<file path="src/hdl/musicBoxPkg.sv">
// Types and constants shared by the tone path
// Samples are unsigned and 0 is the most negative level
// Sine table holds only the first quarter of the wave
// DAC frames are 4 control bits followed by a 12-bit code

package musicBoxPkg;

	//----------------------------------------------------------------------
	// Data types
	//----------------------------------------------------------------------
	typedef logic [7:0]  sampleT;  // Waveform or mix level
	typedef logic [7:0]  gainT;    // Amplitude ratio where 255 is unity
	typedef logic [15:0] phaseT;   // Accumulator and step per sample
	typedef logic [11:0] dacCodeT; // DAC input code

	//----------------------------------------------------------------------
	// DAC serial frame
	//----------------------------------------------------------------------
	localparam int dacFrameWidth = 16; // Bits per frame on the wire

	// Leading nibble of every frame
	// All zero selects normal write and update on the DAC
	localparam logic [3:0] dacControlBits = 4'b0000;

	//----------------------------------------------------------------------
	// Quarter-wave sine
	//----------------------------------------------------------------------
	// Entry i is round(127.5 + 127.5*sin(2*pi*(i + 0.5)/256))
	// Half-step offset keeps the wave symmetric about 127.5
	// Index 64..127 mirrors the table and 128..255 inverts it (255 - value)
	localparam sampleT sineQuarterTable [64] = '{
		8'd129, 8'd132, 8'd135, 8'd138, 8'd142, 8'd145, 8'd148, 8'd151,
		8'd154, 8'd157, 8'd160, 8'd163, 8'd166, 8'd169, 8'd172, 8'd175,
		8'd178, 8'd181, 8'd183, 8'd186, 8'd189, 8'd192, 8'd194, 8'd197,
		8'd200, 8'd202, 8'd205, 8'd207, 8'd210, 8'd212, 8'd214, 8'd217,
		8'd219, 8'd221, 8'd223, 8'd225, 8'd227, 8'd229, 8'd231, 8'd233,
		8'd234, 8'd236, 8'd238, 8'd239, 8'd241, 8'd242, 8'd243, 8'd245,
		8'd246, 8'd247, 8'd248, 8'd249, 8'd250, 8'd251, 8'd252, 8'd252,
		8'd253, 8'd253, 8'd254, 8'd254, 8'd255, 8'd255, 8'd255, 8'd255
	};

endpackage

</file>
<file path="src/hdl/sampleStrobe.sv">
// Audio sample-rate enable made from the system clock
// Emits a one-cycle tick every clocksPerSample clocks
// clocksPerSample must be 2 or more

module sampleStrobe #(
	parameter int clocksPerSample = 1562 // 50 MHz / 1562 is about 32 kHz
) (
	input  logic clock_50Mhz,
	input  logic reset,
	output logic sampleTick // High for one clock per sample
);
	localparam int countWidth = $clog2(clocksPerSample);
	localparam logic [countWidth-1:0] lastCount = countWidth'(clocksPerSample - 1);

	logic [countWidth-1:0] cycleCount; // Clocks since the last tick

	//----------------------------------------------------------------------
	// Divider
	//----------------------------------------------------------------------
	// Same counting idea as a clock divider but the result is an enable
	// First tick lands clocksPerSample clocks after reset drops
	always_ff @(posedge clock_50Mhz) begin
		if (reset) begin
			cycleCount <= '0;
			sampleTick <= 1'b0;
		end else if (cycleCount == lastCount) begin
			cycleCount <= '0; // Wrap
			sampleTick <= 1'b1;
		end else begin
			cycleCount <= cycleCount + 1'b1;
			sampleTick <= 1'b0;
		end
	end

endmodule

</file>
<file path="src/hdl/toneOscillator.sv">
// Phase accumulator with sine and triangle lookup
// Phase is zero after reset so sample k belongs to phase k*toneStep
// toneStep may change between ticks and takes effect on the next one
// Top 8 phase bits pick the waveform point and the low bits are dropped

module toneOscillator import musicBoxPkg::*; (
	input  logic   clock_50Mhz,
	input  logic   reset,
	input  logic   sampleTick,     // One pulse per audio sample
	input  phaseT  toneStep,       // Phase advance per sample
	output sampleT sineSample,
	output sampleT triangleSample,
	output logic   toneValid       // Both waves valid in this cycle
);
	//----------------------------------------------------------------------
	// Phase accumulator
	//----------------------------------------------------------------------
	phaseT phase;         // Current tone phase
	logic  lookupPending; // Phase stepped last cycle

	// Step lands the cycle after the tick
	always_ff @(posedge clock_50Mhz) begin
		if (reset) begin
			phase <= '0;
			lookupPending <= 1'b0;
		end else begin
			lookupPending <= sampleTick;
			if (sampleTick) begin
				phase <= phase + toneStep; // Wraps at 16 bits
			end
		end
	end

	//----------------------------------------------------------------------
	// Waveform lookup
	//----------------------------------------------------------------------
	logic [7:0] waveIndex;    // Point within one period
	logic [5:0] quarterIndex; // Folded table address
	sampleT     quarterValue;
	sampleT     sineValue;
	sampleT     triangleValue;

	assign waveIndex = phase[15:8];

	// Quarters 1 and 3 read the table backwards
	assign quarterIndex = waveIndex[6] ? ~waveIndex[5:0] : waveIndex[5:0];
	assign quarterValue = sineQuarterTable[quarterIndex];

	// Second half of the period is the first half inverted about 127.5
	assign sineValue = waveIndex[7] ? (8'd255 - quarterValue) : quarterValue;

	// Ramp up as 2n for n below 128
	// Ramp down as 2*(255 - n) and 255 - n is just the inverted low 7 bits
	assign triangleValue = waveIndex[7] ? {~waveIndex[6:0], 1'b0}
		: {waveIndex[6:0], 1'b0};

	//----------------------------------------------------------------------
	// Output register
	//----------------------------------------------------------------------
	// Valid follows the tick by 2 clocks
	always_ff @(posedge clock_50Mhz) begin
		if (reset) begin
			toneValid <= 1'b0;
		end else begin
			toneValid <= lookupPending;
		end
	end

	// Both waves load together so they always share a phase
	always_ff @(posedge clock_50Mhz) begin
		if (lookupPending) begin
			sineSample <= sineValue;
			triangleSample <= triangleValue; // Held until the next sample
		end
	end

endmodule

</file>
<file path="src/hdl/amplitudeMixer.sv">
// Stage 1 weights each wave by its gain and adds them with saturation
// Stage 2 applies the master volume and widens to a 12-bit DAC code
// Gain scaling rounds as (a*g + 127)/255 so gain 255 passes a unchanged
// Each stage has its own valid so two samples can be in flight

module amplitudeMixer import musicBoxPkg::*; (
	input  logic    clock_50Mhz,
	input  logic    reset,
	input  sampleT  sineSample,
	input  sampleT  triangleSample,
	input  logic    toneValid,
	input  gainT    sineGain,
	input  gainT    triangleGain,
	input  gainT    volume,       // Master level after the sum
	output dacCodeT mixCode,
	output logic    mixValid      // Two clocks after toneValid
);
	// Rounded a*g/255
	// Largest sum is 65025 + 127 and still fits 16 bits
	function automatic sampleT scale(input sampleT a, input gainT g);
		logic [15:0] product;
		product = a * g + 16'd127;
		return sampleT'(product / 16'd255);
	endfunction

	logic [8:0] weightedSum; // Extra bit catches overflow
	sampleT     mixLevel;    // Clipped sum of both voices
	logic       levelValid;

	//----------------------------------------------------------------------
	// Stage 1 gain and sum
	//----------------------------------------------------------------------
	assign weightedSum = {1'b0, scale(sineSample, sineGain)}
		+ {1'b0, scale(triangleSample, triangleGain)};

	always_ff @(posedge clock_50Mhz) begin
		if (reset) begin
			levelValid <= 1'b0;
			mixValid <= 1'b0;
		end else begin
			levelValid <= toneValid;
			mixValid <= levelValid;
		end
	end

	//----------------------------------------------------------------------
	// Stage 2 volume
	//----------------------------------------------------------------------
	always_ff @(posedge clock_50Mhz) begin
		if (toneValid) begin
			mixLevel <= weightedSum[8] ? 8'd255 : weightedSum[7:0]; // Saturate
		end
		if (levelValid) begin
			mixCode <= {scale(mixLevel, volume), 4'b0000}; // Times 16
		end
	end

endmodule

</file>
<file path="src/hdl/dacSpiSerializer.sv">
// Three-wire DAC link sending 16-bit frames MSB first
// Data changes on rising SCLK and the DAC samples it on falling SCLK
// A sample that arrives while a frame is going out is dropped
// Frame length is 2*sclkHalfPeriod*16 clocks plus 2 for open and close

module dacSpiSerializer import musicBoxPkg::*; #(
	parameter int sclkHalfPeriod = 2 // Clocks per SCLK phase
) (
	input  logic    clock_50Mhz,
	input  logic    reset,
	input  dacCodeT mixCode,
	input  logic    mixValid,
	output logic    dacSclk,
	output logic    dacSyncN, // Low for the whole frame
	output logic    dacDin
);
	localparam int halfWidth = $clog2(sclkHalfPeriod + 1);
	localparam logic [halfWidth-1:0] halfLast = halfWidth'(sclkHalfPeriod - 1);
	localparam int bitWidth = $clog2(dacFrameWidth);
	localparam logic [bitWidth-1:0] bitLast = bitWidth'(dacFrameWidth - 1);

	logic [dacFrameWidth-1:0] shiftReg; // Frame bits still to send
	logic [halfWidth-1:0]     halfCount; // Clocks into the SCLK phase
	logic [bitWidth-1:0]      fallCount; // Falling edges so far
	logic                     frameDone; // Last falling edge just passed
	logic                     sending;
	logic                     phaseEnd;  // SCLK toggles at this edge

	assign sending = ~dacSyncN;
	assign phaseEnd = sending && !frameDone && (halfCount == halfLast);

	//----------------------------------------------------------------------
	// Frame control
	//----------------------------------------------------------------------
	always_ff @(posedge clock_50Mhz) begin
		if (reset) begin
			dacSyncN <= 1'b1;
			dacSclk <= 1'b0;
			dacDin <= 1'b0;
			halfCount <= '0;
			fallCount <= '0;
			frameDone <= 1'b0;
		end else if (!sending) begin
			// Idle with SCLK low and waiting for a sample
			if (mixValid) begin
				dacSyncN <= 1'b0;
				halfCount <= '0;
				fallCount <= '0;
			end
		end else if (frameDone) begin
			dacSyncN <= 1'b1; // Close one clock after the 16th fall
			dacDin <= 1'b0;
			frameDone <= 1'b0;
		end else if (phaseEnd) begin
			halfCount <= '0;
			dacSclk <= ~dacSclk;
			if (!dacSclk) begin
				dacDin <= shiftReg[dacFrameWidth-1]; // Rising edge drives the bit
			end else begin
				fallCount <= fallCount + 1'b1; // DAC takes the bit here
				if (fallCount == bitLast) begin
					frameDone <= 1'b1;
				end
			end
		end else begin
			halfCount <= halfCount + 1'b1;
		end
	end

	//----------------------------------------------------------------------
	// Shift register
	//----------------------------------------------------------------------
	// Control nibble goes out first and then the code
	always_ff @(posedge clock_50Mhz) begin
		if (!sending && mixValid) begin
			shiftReg <= {dacControlBits, mixCode};
		end else if (phaseEnd && !dacSclk) begin
			shiftReg <= shiftReg << 1; // Next bit to the top
		end
	end

endmodule

</file>
<file path="src/hdl/musicBoxSynth.sv">
// Sine and triangle tone synthesizer driving a serial DAC
// clocksPerSample must leave room for one whole DAC frame per sample
// Tone and gain inputs are synchronous to clock_50Mhz

module musicBoxSynth import musicBoxPkg::*; #(
	parameter int clocksPerSample = 1562, // About 32 kHz from 50 MHz
	parameter int sclkHalfPeriod = 2      // SCLK at 12.5 MHz
) (
	input  logic  clock_50Mhz,
	input  logic  reset,
	input  phaseT toneStep,     // Sets the tone pitch
	input  gainT  sineGain,
	input  gainT  triangleGain,
	input  gainT  volume,
	output logic  dacSclk,
	output logic  dacSyncN,
	output logic  dacDin
);
	// Frame plus open, close and a little slack must fit in one sample
	if (clocksPerSample < dacFrameWidth * 2 * sclkHalfPeriod + 4) begin : frameFitCheck
		$error("clocksPerSample too small for one DAC frame per sample");
	end

	logic    sampleTick;
	sampleT  sineSample;
	sampleT  triangleSample;
	logic    toneValid;
	dacCodeT mixCode;
	logic    mixValid;

	//----------------------------------------------------------------------
	// Tone path
	//----------------------------------------------------------------------
	sampleStrobe #(
		.clocksPerSample(clocksPerSample)
	) strobeGen (
		.clock_50Mhz(clock_50Mhz),
		.reset(reset),
		.sampleTick(sampleTick)
	);

	toneOscillator oscillator (
		.clock_50Mhz(clock_50Mhz),
		.reset(reset),
		.sampleTick(sampleTick),
		.toneStep(toneStep),
		.sineSample(sineSample),
		.triangleSample(triangleSample),
		.toneValid(toneValid)
	);

	amplitudeMixer mixer (
		.clock_50Mhz(clock_50Mhz),
		.reset(reset),
		.sineSample(sineSample),
		.triangleSample(triangleSample),
		.toneValid(toneValid),
		.sineGain(sineGain),
		.triangleGain(triangleGain),
		.volume(volume),
		.mixCode(mixCode),
		.mixValid(mixValid)
	);

	dacSpiSerializer #(
		.sclkHalfPeriod(sclkHalfPeriod)
	) dacLink (
		.clock_50Mhz(clock_50Mhz),
		.reset(reset),
		.mixCode(mixCode),
		.mixValid(mixValid),
		.dacSclk(dacSclk),
		.dacSyncN(dacSyncN),
		.dacDin(dacDin)
	);

endmodule

</file>
<file path="config.mk">
export PLATFORM = sky130hd
export DESIGN_NAME = musicBoxSynth
export DESIGN_NICKNAME = d
export VERILOG_FILES = /design/src/hdl/musicBoxPkg.sv /design/src/hdl/sampleStrobe.sv /design/src/hdl/toneOscillator.sv /design/src/hdl/amplitudeMixer.sv /design/src/hdl/dacSpiSerializer.sv /design/src/hdl/musicBoxSynth.sv
export SDC_FILE = /design/constraint.sdc
export NUM_CORES = 1
export LEC_CHECK = 0
export ABC_AREA = 1
export ABC_CLOCK_PERIOD_IN_PS = 36200
export BUFFER_PORTS_ARGS = -buffer_cell sky130_fd_sc_hd__buf_2
export CELL_PAD_IN_SITES_DETAIL_PLACEMENT = 1
export CELL_PAD_IN_SITES_GLOBAL_PLACEMENT = 1
export CORE_MARGIN = 3
export CORE_UTILIZATION = 51
export DETAILED_ROUTE_END_ITERATION = 10
export PLACE_DENSITY_LB_ADDON = 0.12
export SYNTH_ARGS = -nofsm -noshare
export SYNTH_HDL_FRONTEND = slang
export SYNTH_SLANG_ARGS = --single-unit
</file>
<file path="constraint.sdc">
create_clock -name clock_50Mhz -period 36.2 [get_ports clock_50Mhz]
set_clock_uncertainty 0.2 [all_clocks]
set_input_delay 10.86 -clock clock_50Mhz [delete_from_list [all_inputs] [get_ports clock_50Mhz]]
set_output_delay 10.86 -clock clock_50Mhz [all_outputs]
set_load 0.01 [all_outputs]
</file>
# ---- Word-level counts from Yosys, hierarchy flattened
# Memory sizes are Yosys's and may differ from the RTL's.
# Index checks and enable logic that the tools add are counted.
dict set report word_totals {
  register_bits 89
  input_bits 42
  elab_cells 91
  rom_bits 512
  output_inout_bits 3
  mem_count 1
}
dict set report op_classes {
  n_bitwise 6
  n_eq_ne 6
  mul 3
  mux 27
  order_cmp 1
  n_reduce_logical 15
  div_mod_pow 3
  addsub 9
}
# name depth word_bits rd rd_clocked_by_memory_dff write_ports line_no
set mem_list {}
lappend mem_list {{(name not given)} 64 8 1 0 0 toneOscillator.sv:47} ;# assign quarterValue = sineQuarterTable[quarterIndex];
# cell n
set ops {}
lappend ops {{adder 16 x 7 -> 16 bit, second input constant} 3}
lappend ops {{divider 16 x 8 -> 16 bit, second input constant} 3}
lappend ops {{multiplier 8 x 8 -> 16 bit} 3}
lappend ops {{2-to-1 mux 8 bit} 4}
lappend ops {{2-to-1 mux 12 bit} 2}
lappend ops {{2-to-1 mux 4 bit} 5}
lappend ops {{adder 16 bit} 1}
lappend ops {{adder 11 x 1 -> 11 bit, second input constant} 1}
lappend ops {{equality test 11 bit, second input constant} 1}
lappend ops {{2-to-1 mux 1 bit} 11}
lappend ops {{adder 8 x 8 -> 9 bit} 1}
lappend ops {{2-to-1 mux 2 bit} 4}
lappend ops {{nonzero test 2 bit} 4}
lappend ops {{subtractor 8 bit, first input constant} 1}
lappend ops {{greater-or-equal comparator 7 bit, second input constant} 1}
lappend ops {{NOT 6 -> 7 bit} 1}
lappend ops {{NOT 7 bit} 1}
lappend ops {{2-to-1 mux 6 bit} 1}
lappend ops {{NOT 6 bit} 1}
lappend ops {{AND reduction 3 bit} 2}
lappend ops {{adder 4 x 1 -> 4 bit, second input constant} 1}
lappend ops {{equality test 4 bit, second input constant} 1}
lappend ops {{logical AND 1 bit} 4}
lappend ops {{inequality test 2 bit, second input constant} 2}
lappend ops {{other kinds (8)} 11}

# ---- Depth between registers and ports, before layout
dict set report logic_depth {
  depth_word 8
  mapped_depth 86
  depth_no_buf 84
}

# ---- Hierarchy
# From an unflattened synthesis, not the netlist that was laid out.
dict set report unflattened {
  hier_cells 2981
  hier_area_um2 18681.7
}
# module area_each_um2 cells_per_inst seq_area_each_um2 instances
set modules_own_cells {}
lappend modules_own_cells {amplitudeMixer 14187.4 2333 520.5 1}
lappend modules_own_cells {toneOscillator 2787.7 434 810.8 1}
lappend modules_own_cells {dacSpiSerializer 1108.6 130 640.6 1}
lappend modules_own_cells {sampleStrobe 598.1 84 240.2 1}

# ---- Worst setup path before layout
# Ideal clock, no wire load.
dict set report synth_path {
  path_kind {in2reg}
  start {input port triangleGain[0]}
  end {register mixer.mixLevel[5] (data pin)}
  path_stages 77
  path_slack_ns 15.195
  setup_time_ns 0.282
  n_path_buf 5
  arrival_ns 20.524
  t_required_ns 35.718
  path_cell_list {clkbuf_1 -> nand2_1 -> fa_1 -> fa_1 -> inv_1 -> fa_1 -> fa_1 -> ha_1 -> nand2_1 -> inv_1 -> nand2_1 -> nand2_1 -> inv_1 -> nand2_1 -> nand2_1 -> nand2_2 -> nand2_1 -> nor2_2 -> [41 not listed] -> nand3_1 -> nor2_1 -> nand3_1 -> nand2_1 -> nand2_1 -> nand3_1 -> nor2_1 -> nand2_1 -> ha_1 -> fa_1 -> a21oi_1 -> o21bai_1 -> a21oi_1 -> o21bai_1 -> nand2_1 -> nand2_1 -> a21oi_1 -> o21ai_0}
}
dict set report synth_between {
  elab_chain_len 4
}
# element line_no
set synth_rtl {}
lappend synth_rtl {{from (decl)} musicBoxSynth.sv:13} ;# input gainT triangleGain,
lappend synth_rtl {{multiplier 8 x 8 -> 16 bit} amplitudeMixer.sv:22} ;# product = a * g + 16'd127;
lappend synth_rtl {{adder 16 x 7 -> 16 bit} amplitudeMixer.sv:22}
lappend synth_rtl {{divider 16 x 8 -> 16 bit} amplitudeMixer.sv:23} ;# return sampleT'(product / 16'd255);
lappend synth_rtl {{adder 8 x 8 -> 9 bit} amplitudeMixer.sv:34} ;# + {1'b0, scale(triangleSample, triangleGain)};
lappend synth_rtl {{to (signal assigned)} amplitudeMixer.sv:51} ;# mixLevel <= weightedSum[8] ? 8'd255 : weightedSum[7:0];
lappend synth_rtl {{to (decl)} amplitudeMixer.sv:27} ;# sampleT mixLevel;
# No other way between the ends.
# A chain may end at the register's enable or synchronous reset.

# ---- Worst setup path in the final report
dict set report layout_path {
  start {input port triangleGain[7]}
  end {register mixer.mixLevel[5] (data pin)}
}
# The elaborated chain is that of the path after synthesis.

==> key figures <==
Synthesis
  • Synth area leader: nand2_1
  • Xor and xnor fraction of the mapped netlist area: 4.54%
  • Cell Area, Synth: 17500 um2
  • Register area share after synthesis: 11.9%
  • Ys Warns: 0
  • Main combinational cell family by area after synthesis: simple AND/OR/NAND/NOR gates
  • Cell count after synthesis: 2784
  • Post-synth top area share: 18.1%
  • Most frequent cell after synthesis: nand2_1
  • Compound-Gate Fraction of Synth Area: 7.94%
  • Top cells by count, synth: nand2_1, inv_1, nand3_1
  • Async set-reset flop share out of synthesis: 0%
  • Syn Nets: 3092
  • Post-synthesis cell type count: 61
  • Adder-Cell Fraction of Synth Area: 24.1%
  • Number of synthesized register bits: 85
  • Mapped Avg Cell Area: 6.30 um2
  • Simple-gate share of the synthesized area: 38.1%
  • Synth Flop Type: dfxtp_1
  • Post-synth EDFFs: 39
  • Area contributors post-synth: nand2_1, fa_1, inv_1
  • Fraction of synthesized area in multiplexers: 0%

Setup path
  • CP Data Arrival Time: 22.64 ns
  • Worst Setup Start Kind: input pin
  • Worst-path fanout max: 14
  • Crit path largest cell delay: 0.55 ns
  • Worst EP required: 36.07 ns
  • Crit end category: flip-flop
  • Most used cell, CP: nand2_1
  • Critical path type: in2reg
  • Slowest-stage cell, CP: fa_1

Timing
  • Post-route setup TNS: 0 ns
  • Max transition margin: 43.3%
  • F_max: 43.9 MHz
  • Final hold vios: 0
  • Final Cycle Share: 62.9%
  • Max-slew violations: 0
  • WHS: 0.277 ns
  • Final setup viols: 0
  • Fin crit period: 22.77 ns
  • Transition time of the tightest slew-check pin: 0.844 ns
  • RSZ-0062 raised after global routing: false

Clock tree
  • H-tree levels: 3
  • Clk Latency, worst-skew pair: 0.35 ns
  • CTS buffer count: 9
  • CTS resizes: 0
  • # hold bufs at CTS: 0
  • Setup bufs post-CTS: 0
  • Cell chosen for the clock root: clkbuf_16
  • CTS tree: built
  • Clock sinks: 85
  • Longest Clk Path Bufs: 2
  • CTS clk-pin slew, worst paths: 0.08 ns

Cells and area
  • Core Util, Final: 54.4%
  • Filler cells: 4760
  • Layout cells sized above 1: 8.23%
  • Nets: 3087
  • Synthesis-to-layout area growth: 4.56%
  • Final Cell Area: 18300 um2
  • # diodes: 0

GRT
  • Gr usage total: 27.1%
  • Largest net degree at the start of global routing: 24
  • Initial antenna violation count: 1
  • First-pass GRT wire length: 83.8 mm
  • Global route total overflow: 0
  • Vias in the first global route: 18188

Route
  • DRT Wirelength: 48.7 mm
  • DRC violations left: 0
  • Met3 wire len: 983 um
  • Uppermost layer routed: met5
  • Metal2 WL: 25.0 mm
  • Initial DRC count: 669
  • Wirelength per Cell: 15.1 um
  • DR vias/cell: 5.33
  • Antenna viol nets, final: 0
  • Met1 wire length: 22.0 mm
  • Total number of vias: 17224
  • First drt pass iteration count: 5

Floorplan
  • Initial Utilization: 52.1%
  • Core footprint: 33700 um2
  • Die area: 36700 um2
  • Number of cell rows: 67
  • I/O pin cnt: 45
  • Die X: 191 um
  • Die Y: 191 um

Place
  • GP Congestion: 0.874
  • Port buffer count: 44
  • Placed cell areas: 18000 um2
  • Detail Placement HPWL: 40.4 mm

Status
  • Status: complete, no violations

Flow run
  • Max Cap Viol: 0

Min path
  • Tightest Hold Check Type: reg2reg
==> cell usage in the layout (no fill, tap or decap), types with 46 or more instances in the layout <==
master / count
inv_1: 514
o21ai_0: 91
dfxtp_1: 46
nand3_1: 222
nand2_2: 55
ha_1: 145
a21oi_1: 78
nor2_1: 220
fa_1: 121
nand2_1: 848
xor2_1: 68
==> sequential cells by signal, indices dropped and copies added, names as in the netlist, 2 cells and up <==
name / flops
oscillator.sineSample: 8
mixer.mixLevel: 8
strobeGen.cycleCount: 11
dacLink.shiftReg: 12
oscillator.triangleSample: 7
dacLink.fallCount: 4
dacLink.halfCount: 2
oscillator.phase: 16
mixer.mixCode: 8
==> routing by layer <==
metal  vias to the layer above  track usage, %
met2                       184            51.1
li1                       8620               -
met1                      8359            33.8
met3                        59            2.09
met5                         -               0
met4                         2            5.31
==> layout make-up <==
class,instances,area [um2],area share (%)
clock buffer,9,225,1.23
sequential,85,2090,11.4
inverter,548,2060,11.2
tap,448,561,3.05
multi-input combinational,2091,13100,71.5
clock inverter,7,75.1,0.409
timing repair buffer,44,220,1.20
==> through the flow <==
stage | worst slack (ns) | cells
after floorplan | 15.19 | 2784
after global placement | 13.36 | 3216
after detailed placement | 12.99 | 3216
after CTS | 13.34 | 3232
after global routing | 12.21 | 3232
final | 13.43 | 3232
==> cells by family (layout without fill, tap and decap cells) <==
group / after synthesis / after routing
AOI/OAI and AO/OA: 238 / 238
xor gates and xnor gates: 88 / 88
adders and majority gates: 266 / 266
buffers and inverters: 608 / 608
DFF: 85 / 85
and+or+nand+nor: 1499 / 1499
==> final timing paths <==
| path | from | end | slack [ns] | depth (start not counted) |
|---|---|---|---|---|
| setup / recovery | triangleGain[7] | mixer.mixLevel[5] | 13.43 | 76 |
| hold / removal | dacLink.halfCount[0] | dacLink.halfCount[0] | 0.28 | 1 |
| setup reg to reg | oscillator.triangleSample[1] | mixer.mixLevel[5] | 23.44 | 75 |
| hold reg to reg | dacLink.halfCount[0] | dacLink.halfCount[0] | 0.28 | 1 |
==> worst max-delay path, delay by kind of cell <==
| family | cells | cell delay, ns |
|---|---|---|
| adder cells (fa/ha/maj) | 8 | 3.26 |
| AO/OA/AOI/OAI | 7 | 1.51 |
| AND/OR/NAND/NOR | 55 | 6.47 |
| buffers and inverters | 6 | 0.50 |
Power is left out: the tool's default activity adds up to more than one toggle a clock period on the data nets, which glitch-free logic cannot reach.
